## config.mk

```make
export PLATFORM = sky130hd
export DESIGN_NAME = stu_cntl
export DESIGN_NICKNAME = d
export VERILOG_FILES = /design/src/common/stack_bus_pkg.sv /design/src/common/stu_cntl_pkg.sv /design/src/rtl/stu_cntl.sv /design/src/rtl/stu_input_fifo.sv /design/src/rtl/stu_output_regs.sv /design/src/rtl/stu_prefetch_pipe.sv /design/src/stu_rx_fsm/stu_rx_fsm.sv
export SDC_FILE = /design/constraint.sdc
export NUM_CORES = 1
export LEC_CHECK = 0
export ABC_AREA = 1
export BUFFER_PORTS_ARGS = -buffer_cell sky130_fd_sc_hd__buf_2
export CORE_MARGIN = 10
export CORE_UTILIZATION = 47
export DETAILED_ROUTE_END_ITERATION = 6
export PLACE_DENSITY_LB_ADDON = 0.3
export REMOVE_ABC_BUFFERS = 1
export SYNTH_ARGS = -nofsm -noshare
export SYNTH_HDL_FRONTEND = slang
export SYNTH_SLANG_ARGS = --single-unit
```

## constraint.sdc

```tcl
create_clock -name clk -period 12.95 [get_ports clk]
set_input_delay 0 -clock clk [delete_from_list [all_inputs] [get_ports clk]]
set_output_delay 0 -clock clk [all_outputs]
set_load 0.1 [all_outputs]
```

## src/common/stack_bus_pkg.sv

```systemverilog
/*
 * Upstream stack bus definitions shared by the receive chain.
 * Covers the beat framing code, the packet type and the bus field widths.
 * Import it wherever bus beats are declared or decoded.
 */

package stack_bus_pkg;

  // --------------------------------------------------
  // field widths
  // --------------------------------------------------
  localparam int DATA_W = 64;  // data word
  localparam int OOB_W  = 32;  // out-of-band word
  localparam int TAG_W  = 8;   // tag sits in oob[TAG_W-1:0]

  typedef logic [DATA_W-1:0] data_t;
  typedef logic [OOB_W-1:0]  oob_t;
  typedef logic [TAG_W-1:0]  tag_t;

  // --------------------------------------------------
  // framing, one code per beat
  // --------------------------------------------------
  typedef enum logic [1:0] {
    CNTL_MOM     = 2'b00,  // middle of message
    CNTL_SOM     = 2'b01,  // first beat of a multi-beat packet
    CNTL_EOM     = 2'b10,  // last beat
    CNTL_SOM_EOM = 2'b11   // single beat packet
  } cntl_e;

  // packet type, only meaningful on the first beat
  typedef enum logic [2:0] {
    PKT_CONTROL         = 3'd0,
    PKT_TAG_ONLY        = 3'd1,  // not accepted by this receiver
    PKT_TAG_DATA_ONE    = 3'd2,
    PKT_TAG_DATA_TWO    = 3'd3,
    PKT_TAG_DATA_THREE  = 3'd4,
    PKT_TAG_DATA_FOUR   = 3'd5
  } pkt_type_e;

endpackage

```

## src/common/stu_cntl_pkg.sv

```systemverilog
/*
 * Receiver-side sizing and state encoding for the upstream receive block.
 * FIFO sizes set the back-pressure point toward the sender.
 */

package stu_cntl_pkg;

  // --------------------------------------------------
  // input FIFO sizing
  // --------------------------------------------------
  localparam int FIFO_DEPTH     = 16;
  localparam int FIFO_THRESHOLD = 12;  // almost full at or above this
  localparam int FIFO_AW        = 4;   // pointer width, log2 of depth

  // four spare entries cover the beats still in flight
  // while the registered ready falls

  // --------------------------------------------------
  // receive FSM
  // --------------------------------------------------
  typedef enum logic [2:0] {
    RX_WAIT      = 3'd0,  // idle after reset
    RX_CTRL_SOM  = 3'd1,  // control packet opened
    RX_CTRL_MOM  = 3'd2,
    RX_CTRL_DONE = 3'd3,  // control packet closed
    RX_DATA_SOM  = 3'd4,  // data packet opened
    RX_DATA_MOM  = 3'd5,
    RX_DATA_DONE = 3'd6,  // data packet closed
    RX_ERR       = 3'd7   // framing error, held until reset
  } rx_state_e;

endpackage

```

## src/rtl/stu_cntl.sv

```systemverilog
/*
 * Upstream receive side of the stack bus manager.
 * Input FIFO, prefetch pipe, routing FSM and registered rdp and rcp ports.
 */

`timescale 1ns/10ps

module stu_cntl (
  input  logic                     clk,
  input  logic                     arst_n,
  // upstream stack bus
  input  logic                     up_valid,
  input  stack_bus_pkg::cntl_e     up_cntl,
  input  stack_bus_pkg::pkt_type_e up_type,
  input  stack_bus_pkg::data_t     up_data,
  input  stack_bus_pkg::oob_t      up_oob_data,
  output logic                     up_ready,
  // return data processor
  output logic                     rdp_valid,
  output stack_bus_pkg::cntl_e     rdp_cntl,
  output stack_bus_pkg::tag_t      rdp_tag,
  output stack_bus_pkg::data_t     rdp_data,
  input  logic                     rdp_ready,
  // return control processor
  output logic                     rcp_valid,
  output stack_bus_pkg::cntl_e     rcp_cntl,
  output stack_bus_pkg::tag_t      rcp_tag,
  output stack_bus_pkg::data_t     rcp_data,
  input  logic                     rcp_ready,
  // status
  output logic                     rx_error
);

  import stack_bus_pkg::*;

  // --------------------------------------------------
  // FIFO to pipe
  // --------------------------------------------------
  logic      fifo_valid;
  logic      fifo_read;
  cntl_e     fifo_cntl;
  pkt_type_e fifo_type;
  data_t     fifo_data;
  oob_t      fifo_oob;

  // pipe to FSM and output regs
  logic      pipe_valid;
  logic      pipe_read;
  cntl_e     pipe_cntl;
  pkt_type_e pipe_type;
  data_t     pipe_data;
  oob_t      pipe_oob;
  logic      route_rdp;
  logic      route_rcp;

  stu_input_fifo i_stu_input_fifo (
    .clk, .arst_n,
    .up_valid, .up_cntl, .up_type, .up_data, .up_oob_data, .up_ready,
    .fifo_read, .fifo_valid, .fifo_cntl, .fifo_type, .fifo_data, .fifo_oob
  );

  stu_prefetch_pipe i_stu_prefetch_pipe (
    .clk, .arst_n,
    .fifo_valid, .fifo_cntl, .fifo_type, .fifo_data, .fifo_oob, .fifo_read,
    .pipe_read, .pipe_valid, .pipe_cntl, .pipe_type, .pipe_data, .pipe_oob
  );

  stu_rx_fsm i_stu_rx_fsm (
    .clk, .arst_n,
    .pipe_valid, .pipe_cntl, .pipe_type, .rdp_ready, .rcp_ready,
    .pipe_read, .route_rdp, .route_rcp, .rx_error
  );

  stu_output_regs i_stu_output_regs (
    .clk, .arst_n,
    .route_rdp, .route_rcp, .pipe_cntl, .pipe_data, .pipe_oob,
    .rdp_valid, .rdp_cntl, .rdp_tag, .rdp_data,
    .rcp_valid, .rcp_cntl, .rcp_tag, .rcp_data
  );

endmodule

```

## src/rtl/stu_input_fifo.sv

```systemverilog
/*
 * Input stage of the upstream receiver.
 * Registers each incoming beat, writes it into a small FIFO and returns
 * a registered ready to the sender. Read data appears the cycle after fifo_read.
 */

`timescale 1ns/10ps

module stu_input_fifo (
  input  logic                     clk,
  input  logic                     arst_n,
  input  logic                     up_valid,
  input  stack_bus_pkg::cntl_e     up_cntl,
  input  stack_bus_pkg::pkt_type_e up_type,
  input  stack_bus_pkg::data_t     up_data,
  input  stack_bus_pkg::oob_t      up_oob_data,
  output logic                     up_ready,
  input  logic                     fifo_read,
  output logic                     fifo_valid,
  output stack_bus_pkg::cntl_e     fifo_cntl,
  output stack_bus_pkg::pkt_type_e fifo_type,
  output stack_bus_pkg::data_t     fifo_data,
  output stack_bus_pkg::oob_t      fifo_oob
);

  import stack_bus_pkg::*;
  import stu_cntl_pkg::*;

  logic                in_valid_q;  // doubles as write enable
  cntl_e               in_cntl_q;
  pkt_type_e           in_type_q;
  data_t               in_data_q;
  oob_t                in_oob_q;

  cntl_e               mem_cntl [FIFO_DEPTH];
  pkt_type_e           mem_type [FIFO_DEPTH];
  data_t               mem_data [FIFO_DEPTH];
  oob_t                mem_oob  [FIFO_DEPTH];

  logic [FIFO_AW-1:0]  wr_ptr;
  logic [FIFO_AW-1:0]  rd_ptr;
  logic [FIFO_AW:0]    count;  // one extra bit to reach FIFO_DEPTH
  logic                almost_full;

  // --------------------------------------------------
  // input register
  // --------------------------------------------------
  always_ff @(posedge clk or negedge arst_n)
  begin
    if (!arst_n)
      in_valid_q <= 1'b0;
    else
      in_valid_q <= up_valid;
  end

  always_ff @(posedge clk)
  begin
    if (up_valid)
    begin
      in_cntl_q <= up_cntl;
      in_type_q <= up_type;
      in_data_q <= up_data;
      in_oob_q  <= up_oob_data;
    end
  end

  // --------------------------------------------------
  // storage and pointers
  // --------------------------------------------------
  always_ff @(posedge clk)
  begin
    if (in_valid_q)
    begin
      mem_cntl[wr_ptr] <= in_cntl_q;
      mem_type[wr_ptr] <= in_type_q;
      mem_data[wr_ptr] <= in_data_q;
      mem_oob[wr_ptr]  <= in_oob_q;
    end
    if (fifo_read)  // registered read port
    begin
      fifo_cntl <= mem_cntl[rd_ptr];
      fifo_type <= mem_type[rd_ptr];
      fifo_data <= mem_data[rd_ptr];
      fifo_oob  <= mem_oob[rd_ptr];
    end
  end

  always_ff @(posedge clk or negedge arst_n)
  begin
    if (!arst_n)
    begin
      wr_ptr <= '0;
      rd_ptr <= '0;
      count  <= '0;
    end
    else
    begin
      if (in_valid_q)
        wr_ptr <= wr_ptr + 1'b1;  // wraps at depth
      if (fifo_read)
        rd_ptr <= rd_ptr + 1'b1;
      case ({in_valid_q, fifo_read})
        2'b10:   count <= count + 1'b1;
        2'b01:   count <= count - 1'b1;
        default: count <= count;  // none or both
      endcase
    end
  end

  assign fifo_valid  = (count != '0);
  assign almost_full = (count >= FIFO_THRESHOLD);

  // ready back to sender, one cycle behind the count
  always_ff @(posedge clk or negedge arst_n)
  begin
    if (!arst_n)
      up_ready <= 1'b0;
    else
      up_ready <= ~almost_full;
  end

  // sender honours up_ready, so the spare entries never run out
  a_no_overflow: assert property (@(posedge clk) disable iff (!arst_n)
    in_valid_q |-> (count < FIFO_DEPTH) || fifo_read);

  // prefetch pipe only pops a non-empty FIFO
  a_no_underflow: assert property (@(posedge clk) disable iff (!arst_n)
    fifo_read |-> fifo_valid);

endmodule

```

## src/rtl/stu_output_regs.sv

```systemverilog
/*
 * Registered rdp and rcp output ports.
 * Captures the routed pipe beat with its tag and pulses that port's valid
 * for one cycle. A port's payload holds between beats.
 */

`timescale 1ns/10ps

module stu_output_regs (
  input  logic                 clk,
  input  logic                 arst_n,
  input  logic                 route_rdp,
  input  logic                 route_rcp,
  input  stack_bus_pkg::cntl_e pipe_cntl,
  input  stack_bus_pkg::data_t pipe_data,
  input  stack_bus_pkg::oob_t  pipe_oob,
  output logic                 rdp_valid,
  output stack_bus_pkg::cntl_e rdp_cntl,
  output stack_bus_pkg::tag_t  rdp_tag,
  output stack_bus_pkg::data_t rdp_data,
  output logic                 rcp_valid,
  output stack_bus_pkg::cntl_e rcp_cntl,
  output stack_bus_pkg::tag_t  rcp_tag,
  output stack_bus_pkg::data_t rcp_data
);

  import stack_bus_pkg::*;

  tag_t beat_tag;

  assign beat_tag = pipe_oob[TAG_W-1:0];  // tag rides in low oob bits

  // --------------------------------------------------
  // valid strobes
  // --------------------------------------------------
  always_ff @(posedge clk or negedge arst_n)
  begin
    if (!arst_n)
    begin
      rdp_valid <= 1'b0;
      rcp_valid <= 1'b0;
    end
    else
    begin
      rdp_valid <= route_rdp;  // one cycle pulse per beat
      rcp_valid <= route_rcp;
    end
  end

  // payload, loads only for its own port
  always_ff @(posedge clk)
  begin
    if (route_rdp)
    begin
      rdp_cntl <= pipe_cntl;
      rdp_tag  <= beat_tag;
      rdp_data <= pipe_data;
    end
    if (route_rcp)
    begin
      rcp_cntl <= pipe_cntl;
      rcp_tag  <= beat_tag;
      rcp_data <= pipe_data;
    end
  end

endmodule

```

## src/rtl/stu_prefetch_pipe.sv

```systemverilog
/*
 * Two-stage prefetch behind the input FIFO.
 * Stage one is the FIFO read register, stage two holds the beat the FSM sees.
 * Pops the FIFO whenever stage one is empty or moving on.
 */

`timescale 1ns/10ps

module stu_prefetch_pipe (
  input  logic                     clk,
  input  logic                     arst_n,
  input  logic                     fifo_valid,
  input  stack_bus_pkg::cntl_e     fifo_cntl,
  input  stack_bus_pkg::pkt_type_e fifo_type,
  input  stack_bus_pkg::data_t     fifo_data,
  input  stack_bus_pkg::oob_t      fifo_oob,
  output logic                     fifo_read,
  input  logic                     pipe_read,
  output logic                     pipe_valid,
  output stack_bus_pkg::cntl_e     pipe_cntl,
  output stack_bus_pkg::pkt_type_e pipe_type,
  output stack_bus_pkg::data_t     pipe_data,
  output stack_bus_pkg::oob_t      pipe_oob
);

  logic rd_stage_valid;  // FIFO read data holds a beat
  logic rd_stage_move;   // that beat moves into the payload stage

  assign rd_stage_move = rd_stage_valid & (~pipe_valid | pipe_read);
  assign fifo_read     = fifo_valid & (~rd_stage_valid | rd_stage_move);  // keep charged

  // --------------------------------------------------
  // stage valid flags
  // --------------------------------------------------
  always_ff @(posedge clk or negedge arst_n)
  begin
    if (!arst_n)
    begin
      rd_stage_valid <= 1'b0;
      pipe_valid     <= 1'b0;
    end
    else
    begin
      if (fifo_read)
        rd_stage_valid <= 1'b1;
      else if (rd_stage_move)
        rd_stage_valid <= 1'b0;  // drained, nothing behind it

      if (rd_stage_move)
        pipe_valid <= 1'b1;
      else if (pipe_read)
        pipe_valid <= 1'b0;
    end
  end

  // payload stage, loads only on a move
  always_ff @(posedge clk)
  begin
    if (rd_stage_move)
    begin
      pipe_cntl <= fifo_cntl;
      pipe_type <= fifo_type;
      pipe_data <= fifo_data;
      pipe_oob  <= fifo_oob;
    end
  end

  // FSM consumes only a beat that is present
  a_read_valid: assert property (@(posedge clk) disable iff (!arst_n)
    pipe_read |-> pipe_valid);

endmodule

```

## src/stu_rx_fsm/stu_rx_fsm.sv

```systemverilog
/*
 * Packet classification and framing FSM of the upstream receiver.
 * Classifies each packet by its first beat, routes every beat to rcp or rdp
 * and latches a framing error until reset. Decisions are combinational.
 */

`timescale 1ns/10ps

module stu_rx_fsm (
  input  logic                     clk,
  input  logic                     arst_n,
  input  logic                     pipe_valid,
  input  stack_bus_pkg::cntl_e     pipe_cntl,
  input  stack_bus_pkg::pkt_type_e pipe_type,
  input  logic                     rdp_ready,
  input  logic                     rcp_ready,
  output logic                     pipe_read,
  output logic                     route_rdp,
  output logic                     route_rcp,
  output logic                     rx_error
);

  import stack_bus_pkg::*;
  import stu_cntl_pkg::*;

  rx_state_e state;
  rx_state_e state_d;
  logic      is_som;        // beat may open a packet
  logic      is_data_type;  // any tag and data type
  logic      to_rdp;        // destination of current beat
  logic      to_rcp;
  logic      beat_err;      // current beat breaks framing

  assign is_som       = (pipe_cntl == CNTL_SOM) || (pipe_cntl == CNTL_SOM_EOM);
  assign is_data_type = pipe_type inside {PKT_TAG_DATA_ONE, PKT_TAG_DATA_TWO,
                                          PKT_TAG_DATA_THREE, PKT_TAG_DATA_FOUR};

  // --------------------------------------------------
  // next state and destination
  // --------------------------------------------------
  always_comb
  begin
    state_d  = state;
    to_rdp   = 1'b0;
    to_rcp   = 1'b0;
    beat_err = 1'b0;
    case (state)
      RX_WAIT, RX_CTRL_DONE, RX_DATA_DONE:  // expecting a first beat
      begin
        if (is_som && (pipe_type == PKT_CONTROL))
        begin
          to_rcp  = 1'b1;
          state_d = (pipe_cntl == CNTL_SOM) ? RX_CTRL_SOM : RX_CTRL_DONE;
        end
        else if (is_som && is_data_type)
        begin
          to_rdp  = 1'b1;
          state_d = (pipe_cntl == CNTL_SOM) ? RX_DATA_SOM : RX_DATA_DONE;
        end
        else
          beat_err = 1'b1;  // tag only, or no start
      end
      RX_CTRL_SOM, RX_CTRL_MOM:
      begin
        to_rcp = 1'b1;  // type not rechecked mid packet
        case (pipe_cntl)
          CNTL_MOM: state_d = RX_CTRL_MOM;
          CNTL_EOM: state_d = RX_CTRL_DONE;
          default:  beat_err = 1'b1;  // new start inside a packet
        endcase
      end
      RX_DATA_SOM, RX_DATA_MOM:
      begin
        to_rdp = 1'b1;
        case (pipe_cntl)
          CNTL_MOM: state_d = RX_DATA_MOM;
          CNTL_EOM: state_d = RX_DATA_DONE;
          default:  beat_err = 1'b1;
        endcase
      end
      default: state_d = RX_ERR;  // RX_ERR sticks, reads stop
    endcase
    if (beat_err)
      state_d = RX_ERR;
  end

  // --------------------------------------------------
  // routing and consume
  // --------------------------------------------------
  // a beat leaves the pipe only when its port can take it
  assign route_rdp = pipe_valid & to_rdp & ~beat_err & rdp_ready;
  assign route_rcp = pipe_valid & to_rcp & ~beat_err & rcp_ready;

  // error beat is dropped regardless of ready
  assign pipe_read = route_rdp | route_rcp | (pipe_valid & beat_err);

  // state moves with the consumed beat
  always_ff @(posedge clk or negedge arst_n)
  begin
    if (!arst_n)
      state <= RX_WAIT;
    else if (pipe_read)
      state <= state_d;
  end

  assign rx_error = (state == RX_ERR);  // status level

  // one port per beat
  a_one_port: assert property (@(posedge clk) disable iff (!arst_n)
    !(route_rdp && route_rcp));

endmodule

```

# == Word-level counts from Yosys, hierarchy flattened ==
# Memories as Yosys holds them, arrays and structs flattened. A register that Yosys moved wholly into a read port is not among the register bits.
# Cells that the tools add are included.
# classes
add_sub_neg,4
multipliers,0
div_mod_pow,0
order_cmp,1
eq_ne,19
n_shift,0
muxes,24
bitwise,17
n_reduce_logical,17
# ops
cell,n
$eq A3 B3 Y1 const B,6
$eq A3 B2 Y1 const B,4
$mux W1,12
$ne A4 B1 Y1 const B,3
$pmux W3 S2,2
$pmux W5 S2,1
$and A1 B1 Y1,9
$mux W3,3
$pmux W3 S3,1
$add A4 B1 Y4 const B,2
$eq A2 B2 Y1 const B,3
$logic_not A3 Y1,2
$pmux W1 S2,3
$reduce_bool A2 Y1,3
$reduce_or A2 Y1,3
$add A5 B1 Y5 const B,1
$ge A5 B4 Y1 const B,1
$reduce_bool A5 Y1,1
$sub A5 B1 Y5 const B,1
$eq A2 B1 Y1 const B,2
$mux W2,2
$not A1 Y1,4
$or A1 B1 Y1,4
$reduce_and A4 Y1,1
other kinds (7),8
# totals
register_bits,348
latchBits,0
ramBits,1616
romBits,0
out_inout_bits,152
elab_cells,110
memories,4
# mem_list
memory,depth,word_bits,rd,rd_clocked_by_memory_dff,wr,line,text
i_stu_input_fifo.mem_data,16,64,1,1,1,stu_input_fifo.sv:37,data_t mem_data [FIFO_DEPTH];
i_stu_input_fifo.mem_oob,16,32,1,1,1,stu_input_fifo.sv:38,oob_t mem_oob [FIFO_DEPTH];
i_stu_input_fifo.mem_type,16,3,1,1,1,stu_input_fifo.sv:36,pkt_type_e mem_type [FIFO_DEPTH];
i_stu_input_fifo.mem_cntl,16,2,1,1,1,stu_input_fifo.sv:35,cntl_e mem_cntl [FIFO_DEPTH];

# == Longest topological paths before layout ==
# logic_depth
word_depth,17
mapped_depth,21

# == Hierarchy ==
# Synthesis repeated with hierarchy kept, for this count alone.
# unflattened
cells_unflattened,5731
hier_area_um2,79411.2
# by_module_without_submodules
mod,n_inst,cells_each,area_each_um2,seq_area_each_um2
stu_input_fifo,1,5403,71409.7,54967.7
stu_output_regs,1,150,4494.3,4494.3
stu_prefetch_pipe,1,113,3128.0,3083.0
stu_rx_fsm,1,65,379.1,75.1

# == Worst setup path after synthesis ==
# Ideal clock, no wire load.
# synth_path
path_type,flip-flop to flip-flop
startpoint,register i_stu_rx_fsm.state[2]
endpoint,"register i_stu_output_regs.rdp_cntl[0], enable pin"
setup_time_ns,0.508
t_arrival_ns,3.988
t_required_ns,12.442
path_slack_ns,8.454
path_stages_with_launch,8
n_path_buf,0
synth_period_minus_slack_ns,4.496
cell_sequence,dfrtp_1 -> inv_2 -> nand3_1 -> nand3_2 -> nand2_1 -> nand2_1 -> nand2_2 -> nor2_1
# synth_between
elab_chain_cells,6
# synth_lines
item,line,text
from (decl),stu_rx_fsm.sv:26,rx_state_e state;
from (signal assigned),stu_rx_fsm.sv:103,state <= state_d;
$eq A3 B2 Y1 (tied with other cells),stu_rx_fsm.sv:47,case (state)
$reduce_or A3 Y1 (tied with other cells),stu_rx_fsm.sv:47,
$pmux W1 S2,stu_rx_fsm.sv:47,
$and A1 B1 Y1 or $not A1 Y1 (tied branches),stu_rx_fsm.sv:91,assign route_rdp = pipe_valid & to_rdp & ~beat_err & rdp_ready;
$and A1 B1 Y1 * (2 in series),stu_rx_fsm.sv:91,
via i_stu_output_regs.route_rdp,stu_output_regs.sv:12,"input logic route_rdp,"
to (signal assigned),stu_output_regs.sv:55,rdp_cntl <= pipe_cntl;
to (decl),stu_output_regs.sv:18,"output stack_bus_pkg::cntl_e rdp_cntl,"
# Mark *: on every way through the listed nets, which the timed path passes. The rest lies on a longest branch.
# A chain may end at the register's enable or synchronous reset.

# == Final worst setup path ==
# layout_path
startpoint,register i_stu_prefetch_pipe.pipe_cntl[0]
endpoint,register i_stu_input_fifo.count[4]
# layout_between
elab_chain_cells,17
# layout_lines
item,line,text
from (decl),stu_prefetch_pipe.sv:20,"output stack_bus_pkg::cntl_e pipe_cntl,"
from (signal assigned),stu_prefetch_pipe.sv:61,pipe_cntl <= fifo_cntl;
$eq A2 B1 Y1 or $eq A2 B2 Y1 (tied branches),stu_rx_fsm.sv:34,assign is_som = (pipe_cntl == CNTL_SOM) || (pipe_cntl == CNTL_SOM_EOM);
$logic_or A1 B1 Y1,stu_rx_fsm.sv:34,
$logic_and A1 B1 Y1,stu_rx_fsm.sv:55,else if (is_som && is_data_type)
$mux W1,stu_rx_fsm.sv:55,
$mux W1,stu_rx_fsm.sv:50,if (is_som && (pipe_type == PKT_CONTROL))
$pmux W1 S2,stu_rx_fsm.sv:47,
$and A1 B1 Y1 or $not A1 Y1 (tied branches),"stu_rx_fsm.sv:91, stu_rx_fsm.sv:92",
"$and A1 B1 Y1, on equally long branches (2 in series)","stu_rx_fsm.sv:91, stu_rx_fsm.sv:92",
$or A1 B1 Y1,stu_rx_fsm.sv:95,assign pipe_read = route_rdp | route_rcp | (pipe_valid & beat_err);
$or A1 B1 Y1 *,stu_rx_fsm.sv:95,
$or A1 B1 Y1 *,stu_prefetch_pipe.sv:29,assign rd_stage_move = rd_stage_valid & (~pipe_valid | pipe_read);
$and A1 B1 Y1 *,stu_prefetch_pipe.sv:29,
$or A1 B1 Y1 *,stu_prefetch_pipe.sv:30,assign fifo_read = fifo_valid & (~rd_stage_valid | rd_stage_move);
$and A1 B1 Y1 *,stu_prefetch_pipe.sv:30,
via fifo_read,stu_cntl.sv:40,logic fifo_read;
$eq A2 B1 Y1 or $eq A2 B2 Y1 (tied branches),stu_input_fifo.sv:102,"case ({in_valid_q, fifo_read})"
$pmux W5 S2 or $reduce_bool A2 Y1 (tied branches),n/a,
to (signal assigned),stu_input_fifo.sv:103,2'b10: count <= count + 1'b1;
to (signal assigned),stu_input_fifo.sv:104,2'b01: count <= count - 1'b1;
to (signal assigned),stu_input_fifo.sv:105,default: count <= count;
to (decl),stu_input_fifo.sv:42,logic [FIFO_AW:0] count;
# Marks and branches as above.

==> metrics.yaml <==
rows: 131
fin_nets: 4458
outcome: "finished, final reports clean"
fin_cells: 6136
combPwrFrac_pct: 5.7
grt_pass1_wl_mm: 214
p_sw_uw: 2620
cts-root-buf: "clkbuf_16"
num_io_pins: 258
cts_buffers: 166
cts.repair.resized: 0
syn_to_final_growth_pct: 15.7
crit_fanout: 37
core-area_um2: 128000
layout_common_cells: "edfxtp_1 (1611), nor2_1 (742), o21ai_0 (654)"
r2r_start: "i_stu_prefetch_pipe.pipe_cntl[0]"
clock_sinks: 1633
synth_area_per_cell_um2: 15.1
final_hold_viol_count: 0
final_common_cell: "edfxtp_1"
place.gp.congestion: 0.728
hold_path.class: "in2reg"
fmax_mhz: 236
seqPwrFrac_pct: 54.9
powerDensity_nw_per_um2: 168
clock_path_buffers: 3
via_per_inst: 5.70
dieArea_um2: 143000
r2r_slack_ns: 8.71
p_leak_uw: 0.0226
die_h_um: 378
htree_levels: 4
postSynthCellCount: 3982
startpoint_type: "flip-flop"
critPathKind: "reg2reg"
crit_path_end_kind: "flip-flop"
max_slew_margin_pct: 7.66
slew_violations: 0
seq_area_frac_synth_pct: 81.1
cap_viol_max_count: 0
grt_overflow: 0
whs_endpoint: "i_stu_input_fifo.in_oob_q[1]"
synth-seq-cells: 1633
antenna_found_initial: 5
cts_tree: "yes"
hold_start: "up_oob_data[1]"
hold_depth: 2
r2r_end: "i_stu_input_fifo.count[4]"
vias: 34963
antenna_left: 0
drive_gt1_share_pct: 12.7
n_antenna_cell: 0
clockPowerShare_pct: 39.4
power_uw: 11700
drcViolationCount: 0
post_cts_buffers: 0
clock_latency_ns: 0.80
ys_types: 38
wl_per_cell_um: 23.7
yosysWarnings: 0
place_hpwl_mm: 67.5
skew_ns: 0.0219
routed_wl_mm: 145
die_w_um: 378
initial_core_util_pct: 47.3
grt_pass1_vias: 33369
crit_arrival_ns: 4.95
rr_worst_depth: 20
clk_pin_slew_ns: 0.06
setup_viol: 0
drt-initial-drc-count: 3522
io_buffers: 233
internal_power_uw: 9120
dp.cells: 5677
vdd_ir_drop_max_mv: 0.149
period_minus_slack_ns: 4.24
tightest_slew_ns: 1.39
netlist_area_um2: 60300
grt_max_degree: 283
fin_crit_sh_pct: 32.7
firstDrtPassIters: 7
grt_usage_pct: 19.9
rsz0062_at_grt: "no"
required_ns: 13.67
swShare_pct: 22.3
## worst max-delay path by stage
| stage | start | to | slack, ns |
|---|---|---|---|
| 2_1_floorplan | i_stu_input_fifo.rd_ptr[0] | i_stu_input_fifo.fifo_cntl[0] | -3.12 |
| 3_3_place_gp | i_stu_input_fifo.rd_ptr[0] | i_stu_input_fifo.fifo_data[1] | 9.13 |
| 3_5_place_dp | i_stu_input_fifo.rd_ptr[0] | i_stu_input_fifo.fifo_data[1] | 9.11 |
| 4_1_cts | i_stu_prefetch_pipe.pipe_cntl[0] | i_stu_input_fifo.count[4] | 8.64 |
| 5_1_grt | i_stu_prefetch_pipe.pipe_cntl[0] | i_stu_input_fifo.count[4] | 8.39 |
| 6_report | i_stu_prefetch_pipe.pipe_cntl[0] | i_stu_input_fifo.count[4] | 8.71 |
## layer usage
metal / up-vias / wire length (um) / share of wire, % / track usage (%)
met5: - / 34 / 0.023 / 0
met3: 251 / 12000 / 8.2 / 3.90
met4: 6 / 3540 / 2.4 / 6.09
li1: 15806 / - / - / -
met1: 17462 / 60300 / 41 / 27.5
met2: 1438 / 69500 / 48 / 32.0
## per-stage QoR
step / setup WS [ns] / hold WS, ns / cell area, um^2 / util [%] / setup TNS (ns)
after floorplan: -3.12 / -0.296 / 59000 / - / -242.31
after global placement: 9.13 / 0.0264 / 62900 / 49.3 / 0
after detailed placement: 9.11 / 0.0264 / 62900 / 49.3 / 0
after CTS: 8.64 / 0.00144 / 69800 / 54.7 / 0
after global routing: 8.39 / 0.0245 / 69800 / 54.7 / 0
final: 8.71 / 0.0557 / 69800 / 54.7 / 0
## sequential cells by signal, indices dropped and copies added (netlist names), 3 cells and up
name / flops
i_stu_input_fifo.count: 5
i_stu_input_fifo.fifo_data: 64
i_stu_input_fifo.fifo_oob: 8
i_stu_input_fifo.fifo_type: 3
i_stu_input_fifo.in_data_q: 64
i_stu_input_fifo.in_oob_q: 8
i_stu_input_fifo.in_type_q: 3
i_stu_input_fifo.mem_cntl: 32
i_stu_input_fifo.mem_data: 1024
i_stu_input_fifo.mem_oob: 128
i_stu_input_fifo.mem_type: 48
i_stu_input_fifo.rd_ptr: 4
i_stu_input_fifo.wr_ptr: 4
i_stu_output_regs.rcp_data: 64
i_stu_output_regs.rcp_tag: 8
i_stu_output_regs.rdp_data: 64
i_stu_output_regs.rdp_tag: 8
i_stu_prefetch_pipe.pipe_data: 64
i_stu_prefetch_pipe.pipe_oob: 8
i_stu_prefetch_pipe.pipe_type: 3
i_stu_rx_fsm.state: 3
## cell type report
class | count | area [um^2]
well taps | 1662 | 2080
fillers | 10124 | 57800
multi-input cells | 2058 | 10100
inverters | 35 | 171
clock buffers | 213 | 4450
flip-flops and latches | 1633 | 48900
clock inverters | 87 | 835
repair buffers | 448 | 3220
## power by group through the flow
| stage | combinational, uW | sequential, uW | clock, uW |
|---|---|---|---|
| detailed placement | 633 | 6550 | 0 |
| floorplan | 309 | 6550 | 0 |
| CTS | 673 | 6440 | 4710 |
| global placement | 627 | 6540 | 0 |
| finish | 669 | 6440 | 4620 |
| global route | 716 | 6480 | 4910 |
## cells in the mapped netlist
library cell,instances,area [um^2]
nand4_2,1,12.5
buf_2,70,350
o21bai_4,1,18.8
nand3_2,4,40.0
clkinv_1,1,3.75
nand2_1,83,312
clkbuf_4,2,15.0
inv_2,6,22.5
edfxtp_1,1611,48400
nand3_1,9,45.0
nand2_2,4,25.0
clkbuf_2,12,60.1
o21ai_0,654,3270
dfrtp_1,22,551
o21ai_1,86,430
nor2_1,759,2850
clkbuf_1,130,488
nand2_4,1,11.3
nor3_1,1,5.00
buf_6,23,259
o211ai_1,1,7.51
nor2_4,2,22.5
buf_4,11,82.6
a22oi_1,19,143
o31ai_1,2,15.0
a21oi_1,45,225
xnor2_1,1,8.76
inv_6,1,8.76
buf_1,6,22.5
ha_1,9,113
inv_1,27,101
and3_1,1,6.26
o22ai_1,366,2290
fa_1,1,20.0
a31oi_1,1,6.26
xor2_1,6,52.6
buf_8,2,30.0
nand4_1,1,6.26
## worst max-delay path: stages, from the launching register on
cell and delay (ns):
edfxtp_1 0.55, nand2_1 0.10, nor2_1 0.34, nand2_1 0.10, nand3_1 0.08, nand2_1 0.11
nand4_2 0.12, dlygate4sd3_1 0.63, o21bai_4 0.10, inv_4 0.54, ha_1 0.36, inv_1 0.11
fa_1 0.37, inv_1 0.10, a21oi_1 0.07, nor2_1 0.08, nor2_1 0.05, nand2_1 0.05
nand2_1 0.05, nor2_1 0.11, xor2_1 0.14
## what timing repair did
action,4_1_cts,5_1_grt
hold buffers,159,0
endpoints found under the hold margin,154,0
setup endpoints to repair,0,0
## logic make-up after synthesis
family | after synthesis | share of synthesized area, %
DFF | 1633 | 81.1
adders and majority gates | 10 | 0.220
AOI/OAI and AO/OA | 1175 | 10.6
and+or+nand+nor | 866 | 5.53
buffers and inverters | 291 | 2.39
xor gates and xnor gates | 7 | 0.102
No activity file was read; power rests on OpenSTA's default activity.
